--- config.mk ---
export PLATFORM = sky130hd
export DESIGN_NAME = mmu_regs
export DESIGN_NICKNAME = d
export VERILOG_FILES = /design/src/hw/mmu_pkg.sv /design/src/hw/mmu_regs.sv
export SDC_FILE = /design/constraint.sdc
export NUM_CORES = 1
export LEC_CHECK = 0
export BUFFER_PORTS_ARGS = -buffer_cell sky130_fd_sc_hd__clkbuf_2
export CAP_MARGIN = 20
export CORE_ASPECT_RATIO = 0.6
export CORE_MARGIN = 2
export CORE_UTILIZATION = 38
export DETAILED_ROUTE_END_ITERATION = 8
export HOLD_SLACK_MARGIN = 0.06
export MAX_ROUTING_LAYER = met4
export PLACE_DENSITY = 0.82
export REMOVE_ABC_BUFFERS = 1
export SETUP_SLACK_MARGIN = 0.02
export SYNTH_ARGS = -nofsm -noshare
export SYNTH_HDL_FRONTEND = slang
export SYNTH_SLANG_ARGS = --single-unit
--- constraint.sdc ---
create_clock -name clk -period 2.06 [get_ports clk]
set_clock_uncertainty 0.1 [all_clocks]
set_input_delay 0.103 -clock clk [delete_from_list [all_inputs] [get_ports clk]]
set_output_delay 0.103 -clock clk [all_outputs]
set_load 0.01 [all_outputs]
--- src/hw/mmu_pkg.sv ---
/* MMU shared definitions */

package mmu_pkg;

    // --------------------
    // Data types
    typedef logic [31:0] vaddr_t;       // Virtual address
    typedef logic [19:0] physad_t;      // Physical address
    typedef logic  [9:0] page_t;        // Page number
    typedef logic  [9:0] page_off_t;    // Offset within page
    typedef logic [19:0] map_entry_t;   // Page map entry, phys page in 19:10
    typedef logic  [3:0] arb_op_t;      // Request opcode
    typedef logic  [7:0] apb_addr_t;    // APB byte address
    typedef logic [31:0] apb_data_t;    // APB data

    localparam int    NUM_PAGES       = 1024;
    localparam page_t LAST_PAGE       = 10'd1023;
    localparam int    BESM6_PAGE_BITS = 5;  // Page number width in compatibility mode

    // --------------------
    // Register map
    localparam apb_addr_t REG_CTRL    = 8'h00;  // Mode bits
    localparam apb_addr_t REG_VADDR   = 8'h04;  // Virtual address
    localparam apb_addr_t REG_PGINDEX = 8'h08;  // Page index in 19:10
    localparam apb_addr_t REG_MAPDATA = 8'h0C;  // Map entry at vaddr page
    localparam apb_addr_t REG_ACCESS  = 8'h10;  // Used and dirty bits
    localparam apb_addr_t REG_REPRIO  = 8'h14;  // Reprioritize bit
    localparam apb_addr_t REG_FILL    = 8'h18;  // Fill start, busy
    localparam apb_addr_t REG_PHYSAD  = 8'h1C;  // Current translation

    localparam int CTRL_NO_PAGING_BIT = 0;
    localparam int CTRL_BESM6_BIT     = 1;
    localparam int ACC_USED_BIT       = 1;
    localparam int ACC_DIRTY_BIT      = 2;

    // --------------------
    // Opcodes that modify the page
    localparam arb_op_t OP_CCWR  = 4'd2;    // Instruction cache write
    localparam arb_op_t OP_DCWR  = 4'd4;    // Data cache write
    localparam arb_op_t OP_DWR   = 4'd10;   // Data write
    localparam arb_op_t OP_RDMWR = 4'd11;   // Read-modify-write
    localparam arb_op_t OP_BTRWR = 4'd12;   // Block transfer write

    typedef enum logic {
        FILL_IDLE,
        FILL_RUN
    } fill_state_t;

endpackage

--- src/hw/mmu_regs.sv ---
/* MMU APB register block */

`timescale 1ns/100ps

module mmu_regs (
    input  logic               clk,
    input  logic               reset,
    input  logic               i_psel,
    input  logic               i_penable,
    input  logic               i_pwrite,
    input  mmu_pkg::apb_addr_t i_paddr,
    input  mmu_pkg::apb_data_t i_pwdata,
    input  mmu_pkg::physad_t   i_physad,       // Translation of vaddr
    input  mmu_pkg::map_entry_t i_map_rdata,   // Map entry at vaddr page
    input  mmu_pkg::page_t     i_pg_index,
    input  logic               i_used,
    input  logic               i_dirty,
    input  logic               i_reprio,
    input  logic               i_fill_busy,
    output mmu_pkg::apb_data_t o_prdata,
    output logic               o_pready,
    output logic               o_pslverr,
    output mmu_pkg::vaddr_t    o_vaddr,
    output logic               o_no_paging,
    output logic               o_besm6,
    output logic               o_map_we,
    output logic               o_pgindex_we,
    output logic               o_access_we,
    output logic               o_reprio_we,
    output logic               o_fill_start,
    output mmu_pkg::apb_data_t o_wdata
);

    logic access;       // Access phase
    logic mapped;       // Address hits the map
    logic stall;        // Page bits busy with fill
    logic wr_en;        // Write completes this cycle

    // --------------------
    // Decode
    always_comb begin
        case (i_paddr)
            mmu_pkg::REG_CTRL,
            mmu_pkg::REG_VADDR,
            mmu_pkg::REG_PGINDEX,
            mmu_pkg::REG_MAPDATA,
            mmu_pkg::REG_ACCESS,
            mmu_pkg::REG_REPRIO,
            mmu_pkg::REG_FILL,
            mmu_pkg::REG_PHYSAD: mapped = 1'b1;
            default:             mapped = 1'b0;
        endcase
    end

    assign access = i_psel & i_penable;
    assign stall  = i_fill_busy &
                    (i_paddr == mmu_pkg::REG_ACCESS || i_paddr == mmu_pkg::REG_REPRIO);

    assign o_pready  = ~(i_psel & stall);           // Wait state while fill owns the bits
    assign o_pslverr = access & ~mapped;
    assign wr_en     = access & i_pwrite & o_pready;

    assign o_map_we     = wr_en & (i_paddr == mmu_pkg::REG_MAPDATA);
    assign o_pgindex_we = wr_en & (i_paddr == mmu_pkg::REG_PGINDEX);
    assign o_access_we  = wr_en & (i_paddr == mmu_pkg::REG_ACCESS);
    assign o_reprio_we  = wr_en & (i_paddr == mmu_pkg::REG_REPRIO);
    assign o_fill_start = wr_en & (i_paddr == mmu_pkg::REG_FILL);
    assign o_wdata      = i_pwdata;

    // --------------------
    // Mode and address registers
    always_ff @(posedge clk) begin
        if (reset) begin
            o_no_paging <= 1'b0;
            o_besm6     <= 1'b0;
            o_vaddr     <= '0;
        end else if (wr_en) begin
            if (i_paddr == mmu_pkg::REG_CTRL) begin
                o_no_paging <= i_pwdata[mmu_pkg::CTRL_NO_PAGING_BIT];
                o_besm6     <= i_pwdata[mmu_pkg::CTRL_BESM6_BIT];
            end
            if (i_paddr == mmu_pkg::REG_VADDR)
                o_vaddr <= i_pwdata;
        end
    end

    // Read data, valid during access phase
    always_comb begin
        o_prdata = '0;
        case (i_paddr)
            mmu_pkg::REG_CTRL: begin
                o_prdata[mmu_pkg::CTRL_NO_PAGING_BIT] = o_no_paging;
                o_prdata[mmu_pkg::CTRL_BESM6_BIT]     = o_besm6;
            end
            mmu_pkg::REG_VADDR:   o_prdata = o_vaddr;
            mmu_pkg::REG_PGINDEX: o_prdata[19:10] = i_pg_index;
            mmu_pkg::REG_MAPDATA: o_prdata[19:0] = i_map_rdata;
            mmu_pkg::REG_ACCESS: begin
                o_prdata[mmu_pkg::ACC_USED_BIT]  = i_used;
                o_prdata[mmu_pkg::ACC_DIRTY_BIT] = i_dirty;
            end
            mmu_pkg::REG_REPRIO:  o_prdata[0] = i_reprio;
            mmu_pkg::REG_FILL:    o_prdata[0] = i_fill_busy;
            mmu_pkg::REG_PHYSAD:  o_prdata[19:0] = i_physad;
            default:              o_prdata = '0;   // Unmapped
        endcase
    end

endmodule

==> results of run 1 <==
[worst paths after layout]
check	slack [ns]	end	cells after the start
worst max-delay path	0.17	o_prdata[14]	6
worst min-delay path	0.28	o_besm6	5
worst max register to register	1.28	o_vaddr[12]	2
worst min register to register	0.37	o_vaddr[25]	2
[repair_timing]
item,in CTS,in global routing
gates resized for setup,0,0
buffers inserted,0,0
setup endpoints to repair,0,0
hold buffers,32,0
endpoints found under the hold margin,34,0
[layout by cell type, fill, tap and decap left out, types with 11 or more instances in the layout]
cell / instances
clkbuf_2: 203
nand2_1: 68
dfxtp_1: 34
a21oi_1: 32
dlygate4sd3_1: 32
and3_1: 22
a221o_1: 19
nor2_1: 16
buf_4: 12
a22oi_1: 11
[cell type report]
| type | count | share of cell area |
|---|---|---|
| tap | 80 | 0.02841 |
| clock inverter | 2 | 0.003551 |
| clock buffer | 6 | 0.02344 |
| multi-input combinational | 203 | 0.3409 |
| sequential | 34 | 0.1932 |
| timing repair buffer | 248 | 0.4105 |
[critical path, stage by stage]
cell and delay (ns):
clkbuf_2 0.11, or4_4 0.66, nor4_4 0.26, buf_4 0.23
a221o_1 0.19, clkbuf_2 0.14
[power by group]
group | switching, mW | internal (mW)
sequential | 0.000179 | 0.657
combinational | 0.140 | 0.149
clock | 0.244 | 0.269
[per-stage QoR]
step | TNS [ns] | area, um2 | power, mW | std cells | utilization
after floorplan | -73.45 | 1861 | 0.7062 | 237 | -
after detailed placement | 0 | 3108 | 0.9057 | 533 | 0.5527
final | 0 | 3523 | 1.459 | 573 | 0.6266
after CTS | 0 | 3523 | 1.464 | 573 | 0.6266
after global routing | 0 | 3523 | 1.528 | 573 | 0.6266
after global placement | 0 | 3108 | 0.9050 | 533 | 0.5527
[layer usage]
layer | vias up | global-route usage | wire length, um
met2 | 150 | 0.4545 | 4392
met5 | - | - | 0
met3 | 14 | 0.05549 | 648
met4 | 0 | 0.05921 | 112
li1 | 1402 | - | -
met1 | 1396 | 0.3229 | 3733
[kinds of logic after synthesis]
| group | Yosys count |
|---|---|
| simple gates | 133 |
| compound gates | 66 |
| mux | 4 |
| flops | 34 |
| buf+inv | 56 |
[state kept, by name (all words and copies together) (netlist names)]
signal / count
o_besm6: 1
o_no_paging: 1
o_vaddr: 32
==> insert_results.sql, run 1 <==
INSERT INTO impl_metrics (metric_group, metric, value, unit) VALUES
('yosys', 'synth_area_per_cell', '7.614', 'um2'),
('clock_network', 'clockBufferDepth', '2', ''),
('yosys', 'ys_ff_latch', '34', ''),
('detailed_routing', 'routed_wl', '8.886', 'mm'),
('run_status', 'status', 'complete, no violations', ''),
('die', 'core_area', '5623', 'um2'),
('yosys', 'edff_count_synth', '0', ''),
('pwr', 'power.ir.vdd_worst', '275.0', 'uV'),
('worst_setup_path', 'worst_path_class_setup', 'in -> out', ''),
('yosys', 'netlist_top_cells_count', '68 x nand2_1, 34 x dfxtp_1, 33 x buf_4', ''),
('clock_network', 'clock_sink_count', '34', ''),
('min_path', 'timing.hold.worst.class', 'in -> reg', ''),
('global_routing', 'pin_count_of_the_biggest_net_entering_global_routing', '35', ''),
('min_path', 'hold_path_startpoint', 'i_paddr[7]', ''),
('yosys', 'top_flip_flop_cell_by_instance_count_after_synthesis', 'dfxtp_1', ''),
('detailed_routing', 'route.detailed.vias_per_inst', '5.169', ''),
('die', 'die_h', '63.35', 'um'),
('timing', 'finalWorstSetupSlack', '0.1740', 'ns'),
('timing', 'grt_setup_unrepaired', 'no', ''),
('pwr', 'power.leakage', '1.782', 'nW'),
('placed_design', 'io_buffer_count', '203', ''),
('timing', 'finalSetupViolCount', '0', ''),
('job', 'timing.max_cap.violations', '0', ''),
('detailed_routing', 'drt_first_pass_iters', '4', ''),
('timing', 'slew_violations', '0', ''),
('clock_network', 'tritoncts_clock_tree', 'done', ''),
('worst_setup_path', 'crit_required', '1.86', 'ns'),
('finish', 'regArea', '680.7', 'um2'),
('yosys', 'netlist.area_leader.share', '0.3051', ''),
('finish', 'finish.net_count', '591', ''),
('yosys', 'async_reset_ff_frac', '0', ''),
('timing', 'relative_max_transition_margin', '0.5004', ''),
('finish', 'multi_input_area', '1201', 'um2'),
('clock_network', 'tritoncts.num_buffers', '5', ''),
('yosys', 'synth.distinct_cells', '34', ''),
('die', 'io_pins', '204', ''),
('finish', 'antenna_cells', '0', ''),
('timing', 'fin_crit_sh', '0.9156', ''),
('worst_setup_path', 'worst_r2r_startpoint', 'o_vaddr[12]', ''),
('global_routing', 'grt_antenna_before_repair', '0', ''),
('timing', 'timing.final.hold_violations', '0', ''),
('yosys', 'yosysMostFrequentCell', 'nand2_1', ''),
('placed_design', 'place_hpwl', '6.386', 'mm'),
('pwr', 'power.density', '414.1', 'nW/um2'),
('yosys', 'yosysTopAreaCell', 'dfxtp_1', ''),
('worst_setup_path', 'startpoint', 'i_paddr[5]', ''),
('detailed_routing', 'drt_first_iter_violations', '164', ''),
('placed_design', 'placement.setup.worst_slack', '0.2008', 'ns'),
('worst_setup_path', 'timing.critical_path.from_type', 'input pin', ''),
('timing', 'maxClockFrequency', '530.2', 'MHz'),
('finish', 'drive_above_1_share', '0.4767', ''),
('yosys', 'synth_xor_xnor_area_share', '0', ''),
('die', 'initial_utilization', '0.3968', ''),
('detailed_routing', 'count_of_vias_placed_by_the_detailed_router', '2962', ''),
('clock_network', 'insertion_delay', '0.27', 'ns'),
('detailed_routing', 'drc', '0', ''),
('yosys', 'ys_warn_count', '0', ''),
('die', 'row_count', '21', ''),
('finish', 'fillerInstances', '546', ''),
('finish', 'areaGrowthSynthToFinish', '57.94', '%'),
('global_routing', 'grt_overflow', '0', ''),
('die', 'die-width', '102.9', 'um'),
('worst_setup_path', 'worst_setup_path_end_kind', 'primary output', ''),
('yosys', 'cells_taking_the_most_area_after_synthesis', 'dfxtp_1 31%, nand2_1 11%, buf_4 11%', ''),
('yosys', 'synth_area', '2231', 'um2'),
('yosys', 'synth.mux.area_fraction', '0.01851', ''),
('yosys', 'synth_sequential_area_ratio', '0.3051', ''),
('global_routing', 'grt_pass1_vias', '2667', ''),
('timing', 'transition_time_at_the_pin_with_the_least_slew_margin', '0.7494', 'ns'),
('worst_setup_path', 'timing.critical_path.arrival', '1.68', 'ns'),
('timing', 'fin_crit', '1.886', 'ns');
(Power assumes the default switching activity.)
==> run 2, diff against run 1 <==
--- a/config.mk
+++ b/config.mk
@@ -9,11 +9,12 @@
 export CAP_MARGIN = 20
 export CORE_ASPECT_RATIO = 0.6
 export CORE_MARGIN = 2
-export CORE_UTILIZATION = 38
+export CORE_UTILIZATION = 39
+export CTS_BUF_LIST = sky130_fd_sc_hd__clkbuf_2
 export DETAILED_ROUTE_END_ITERATION = 8
 export HOLD_SLACK_MARGIN = 0.06
 export MAX_ROUTING_LAYER = met4
-export PLACE_DENSITY = 0.82
+export PLACE_DENSITY = 0.84
 export REMOVE_ABC_BUFFERS = 1
 export SETUP_SLACK_MARGIN = 0.02
 export SYNTH_ARGS = -nofsm -noshare
==> run 2 against run 1 <==
  * Utilization increased by 0.17 points
  * Sequential share of layout area grew 0.22 points
  * Clock-buffer cell count down 1
  * Die area shrank 2.4%
  * Routed wire length down 4.1%
  * Non-clock buffer count up 4
  * Hold slack lost 0.055 ns
==> insert_results.sql, run 2 (synthesized netlist as in run 1, its figures left out) <==
INSERT INTO impl_metrics (metric_group, metric, value, unit) VALUES
('global_routing', 'global_route_wire_length_before_repair', '13.10', 'mm'),
('clock_network', 'clockBufferDepth', '2', ''),
('placed_design', 'place_hpwl', '6.477', 'mm'),
('global_routing', 'global_route.usage.total', '0.2641', ''),
('finish', 'reg.largest.list', 'o_vaddr: 32 flops, o_besm6: 1 flops, o_no_paging: 1 flops', ''),
('clock_network', 'cts_post_setup_buffers_inserted', '0', ''),
('finish', 'finish.utilization', '0.6283', ''),
('die', 'io_pins', '204', ''),
('worst_setup_path', 'ff2ff_setup_slack', '1.28', 'ns'),
('worst_setup_path', 'r2r_depth', '2', ''),
('finish', 'drive_above_1_share', '0.4768', ''),
('global_routing', 'grt_overflow', '0', ''),
('clock_network', 'cts-htree-levels', '2', ''),
('detailed_routing', 'drt_first_iter_violations', '136', ''),
('clock_network', 'tritoncts_clock_tree', 'done', ''),
('finish', 'max_reg_flops', '32', ''),
('pwr', 'power.ir.vdd_worst', '222.3', 'uV'),
('global_routing', 'pin_count_of_the_biggest_net_entering_global_routing', '35', ''),
('timing', 'finalWorstSetupSlack', '0.1498', 'ns'),
('die', 'die_h', '62.59', 'um'),
('worst_setup_path', 'worst_path_class_setup', 'in -> out', ''),
('timing', 'final.setup.tns', '0', 'ns'),
('placed_design', 'placement.setup.worst_slack', '0.1471', 'ns'),
('global_routing', 'grt_pass1_vias', '2747', ''),
('finish', 'antenna_cells', '0', ''),
('worst_setup_path', 'timing.critical_path.from_type', 'input pin', ''),
('die', 'initial_utilization', '0.4024', ''),
('detailed_routing', 'drt_first_pass_iters', '4', ''),
('worst_setup_path', 'worst_setup_path_end_kind', 'primary output', ''),
('finish', 'areaGrowthSynthToFinish', '56.14', '%'),
('detailed_routing', 'routed_wl', '8.520', 'mm'),
('placed_design', 'placedCellCount', '537', ''),
('min_path', 'worstHoldEndpoint', 'o_no_paging', ''),
('timing', 'fin_crit', '1.910', 'ns'),
('detailed_routing', 'count_of_vias_placed_by_the_detailed_router', '2910', ''),
('detailed_routing', 'route.detailed.vias_per_inst', '5.061', ''),
('finish', 'largest_register', 'o_vaddr', ''),
('detailed_routing', 'detail_route_antenna_nets', '0', ''),
('timing', 'maxClockFrequency', '523.5', 'MHz'),
('detailed_routing', 'drc', '0', ''),
('finish', 'finish.net_count', '595', ''),
('global_routing', 'grt_antenna_before_repair', '0', ''),
('timing', 'fin_crit_sh', '0.9273', ''),
('clock_network', 'clock_sink_count', '34', ''),
('placed_design', 'gp_congestion', '0.9944', ''),
('die', 'row_count', '21', ''),
('timing', 'slew_violations', '0', ''),
('min_path', 'hold_path_startpoint', 'i_paddr[7]', ''),
('worst_setup_path', 'reg2reg_to', 'o_besm6', ''),
('finish', 'final_cells', '575', ''),
('worst_setup_path', 'crit_fanout', '10', ''),
('die', 'core_area', '5544', 'um2'),
('finish', 'layout.cells.most_common', 'clkbuf_2', ''),
('timing', 'transition_time_at_the_pin_with_the_least_slew_margin', '0.7288', 'ns'),
('timing', 'timing.final.hold_violations', '0', ''),
('min_path', 'timing.hold.worst.class', 'in -> reg', ''),
('pwr', 'power.density', '350.7', 'nW/um2'),
('run_status', 'status', 'complete, no violations', ''),
('timing', 'finalSetupViolCount', '0', ''),
('pwr', 'power.leakage', '1.778', 'nW'),
('finish', 'layout_common_cells', '208 x clkbuf_2, 68 x nand2_1, 34 x dfxtp_1, 32 x a21oi_1, 32 x dlygate4sd3_1', ''),
('detailed_routing', 'detail_route.wl_per_cell', '14.82', 'um'),
('placed_design', 'io_buffer_count', '203', ''),
('timing', 'relative_max_transition_margin', '0.5142', ''),
('min_path', 'whs_path_depth', '5', ''),
('clock_network', 'clkTransAtPathRegs', '0.15', 'ns'),
('worst_setup_path', 'timing.critical_path.arrival', '1.71', 'ns'),
('pwr', 'total_design_power', '1.222', 'mW'),
('clock_network', 'tritoncts.num_buffers', '5', ''),
('clock_network', 'insertion_delay', '0.33', 'ns'),
('die', 'die-width', '101.6', 'um'),
('timing', 'grt_setup_unrepaired', 'no', ''),
('worst_setup_path', 'worst_r2r_startpoint', 'o_besm6', ''),
('clock_network', 'ctsRootBufferMaster', 'clkbuf_2', ''),
('job', 'timing.max_cap.violations', '0', ''),
('die', 'die-area', '6361', 'um2'),
('worst_setup_path', 'crit_required', '1.86', 'ns');
## run 2: report_power, final
| part | internal, mW | switching (mW) | total [mW] |
|---|---|---|---|
| sequential | 0.658 | 0.000182 | 0.658 |
| combinational | 0.154 | 0.141 | 0.295 |
| clock | 0.0678 | 0.200 | 0.268 |
## run 2: how the worst max path moves through the flow
stage / from / endpoint / slack (ns)
5_1_grt: i_paddr[4] / o_prdata[6] / 0.09
3_5_place_dp: i_paddr[4] / o_prdata[9] / 0.15
6_report: i_paddr[4] / o_prdata[9] / 0.15
4_1_cts: i_paddr[4] / o_prdata[9] / 0.15
3_3_place_gp: i_paddr[4] / o_prdata[6] / 0.16
2_1_floorplan: i_paddr[1] / o_vaddr[0] / -1.75
## run 2: final cells by class
class / count / area [um2]
Sequential cell: 34 / 680.7
Multi-Input combinational cell: 203 / 1210
Tap cell: 80 / 100.1
Fill cell: 515 / 2061
Timing Repair Buffer: 252 / 1464
Clock buffer: 5 / 25.02
Clock inverter: 1 / 3.754
## run 2: worst max-delay path: stages
cell and delay [ns]:
clkbuf_2 0.16, or4_4 0.63, nor4_4 0.27, buf_4 0.23, a221o_1 0.18, clkbuf_2 0.13
## run 2: what timing repair did
action,CTS,global route
hold buffers,32,0
gates resized for setup,0,1
endpoints found under the setup margin,0,2
endpoints found under the hold margin,34,0
## run 2: metrics by stage
stage | hold WS, ns | instance area (um2)
final | 0.2210 | 3483
after global routing | 0.2070 | 3483
after CTS | 0.1943 | 3475
after detailed placement | 0.2493 | 3126
after global placement | 0.2415 | 3126
after floorplan | 0.06544 | 1861
## run 2: layer usage
metal / up-vias / routed length [um] / global-route usage
li1: 1414 / - / -
met1: 1340 / 3584 / 0.3263
met2: 146 / 4062 / 0.4367
met3: 10 / 771 / 0.06152
met4: 0 / 102 / 0.06250
met5: - / 0 / -
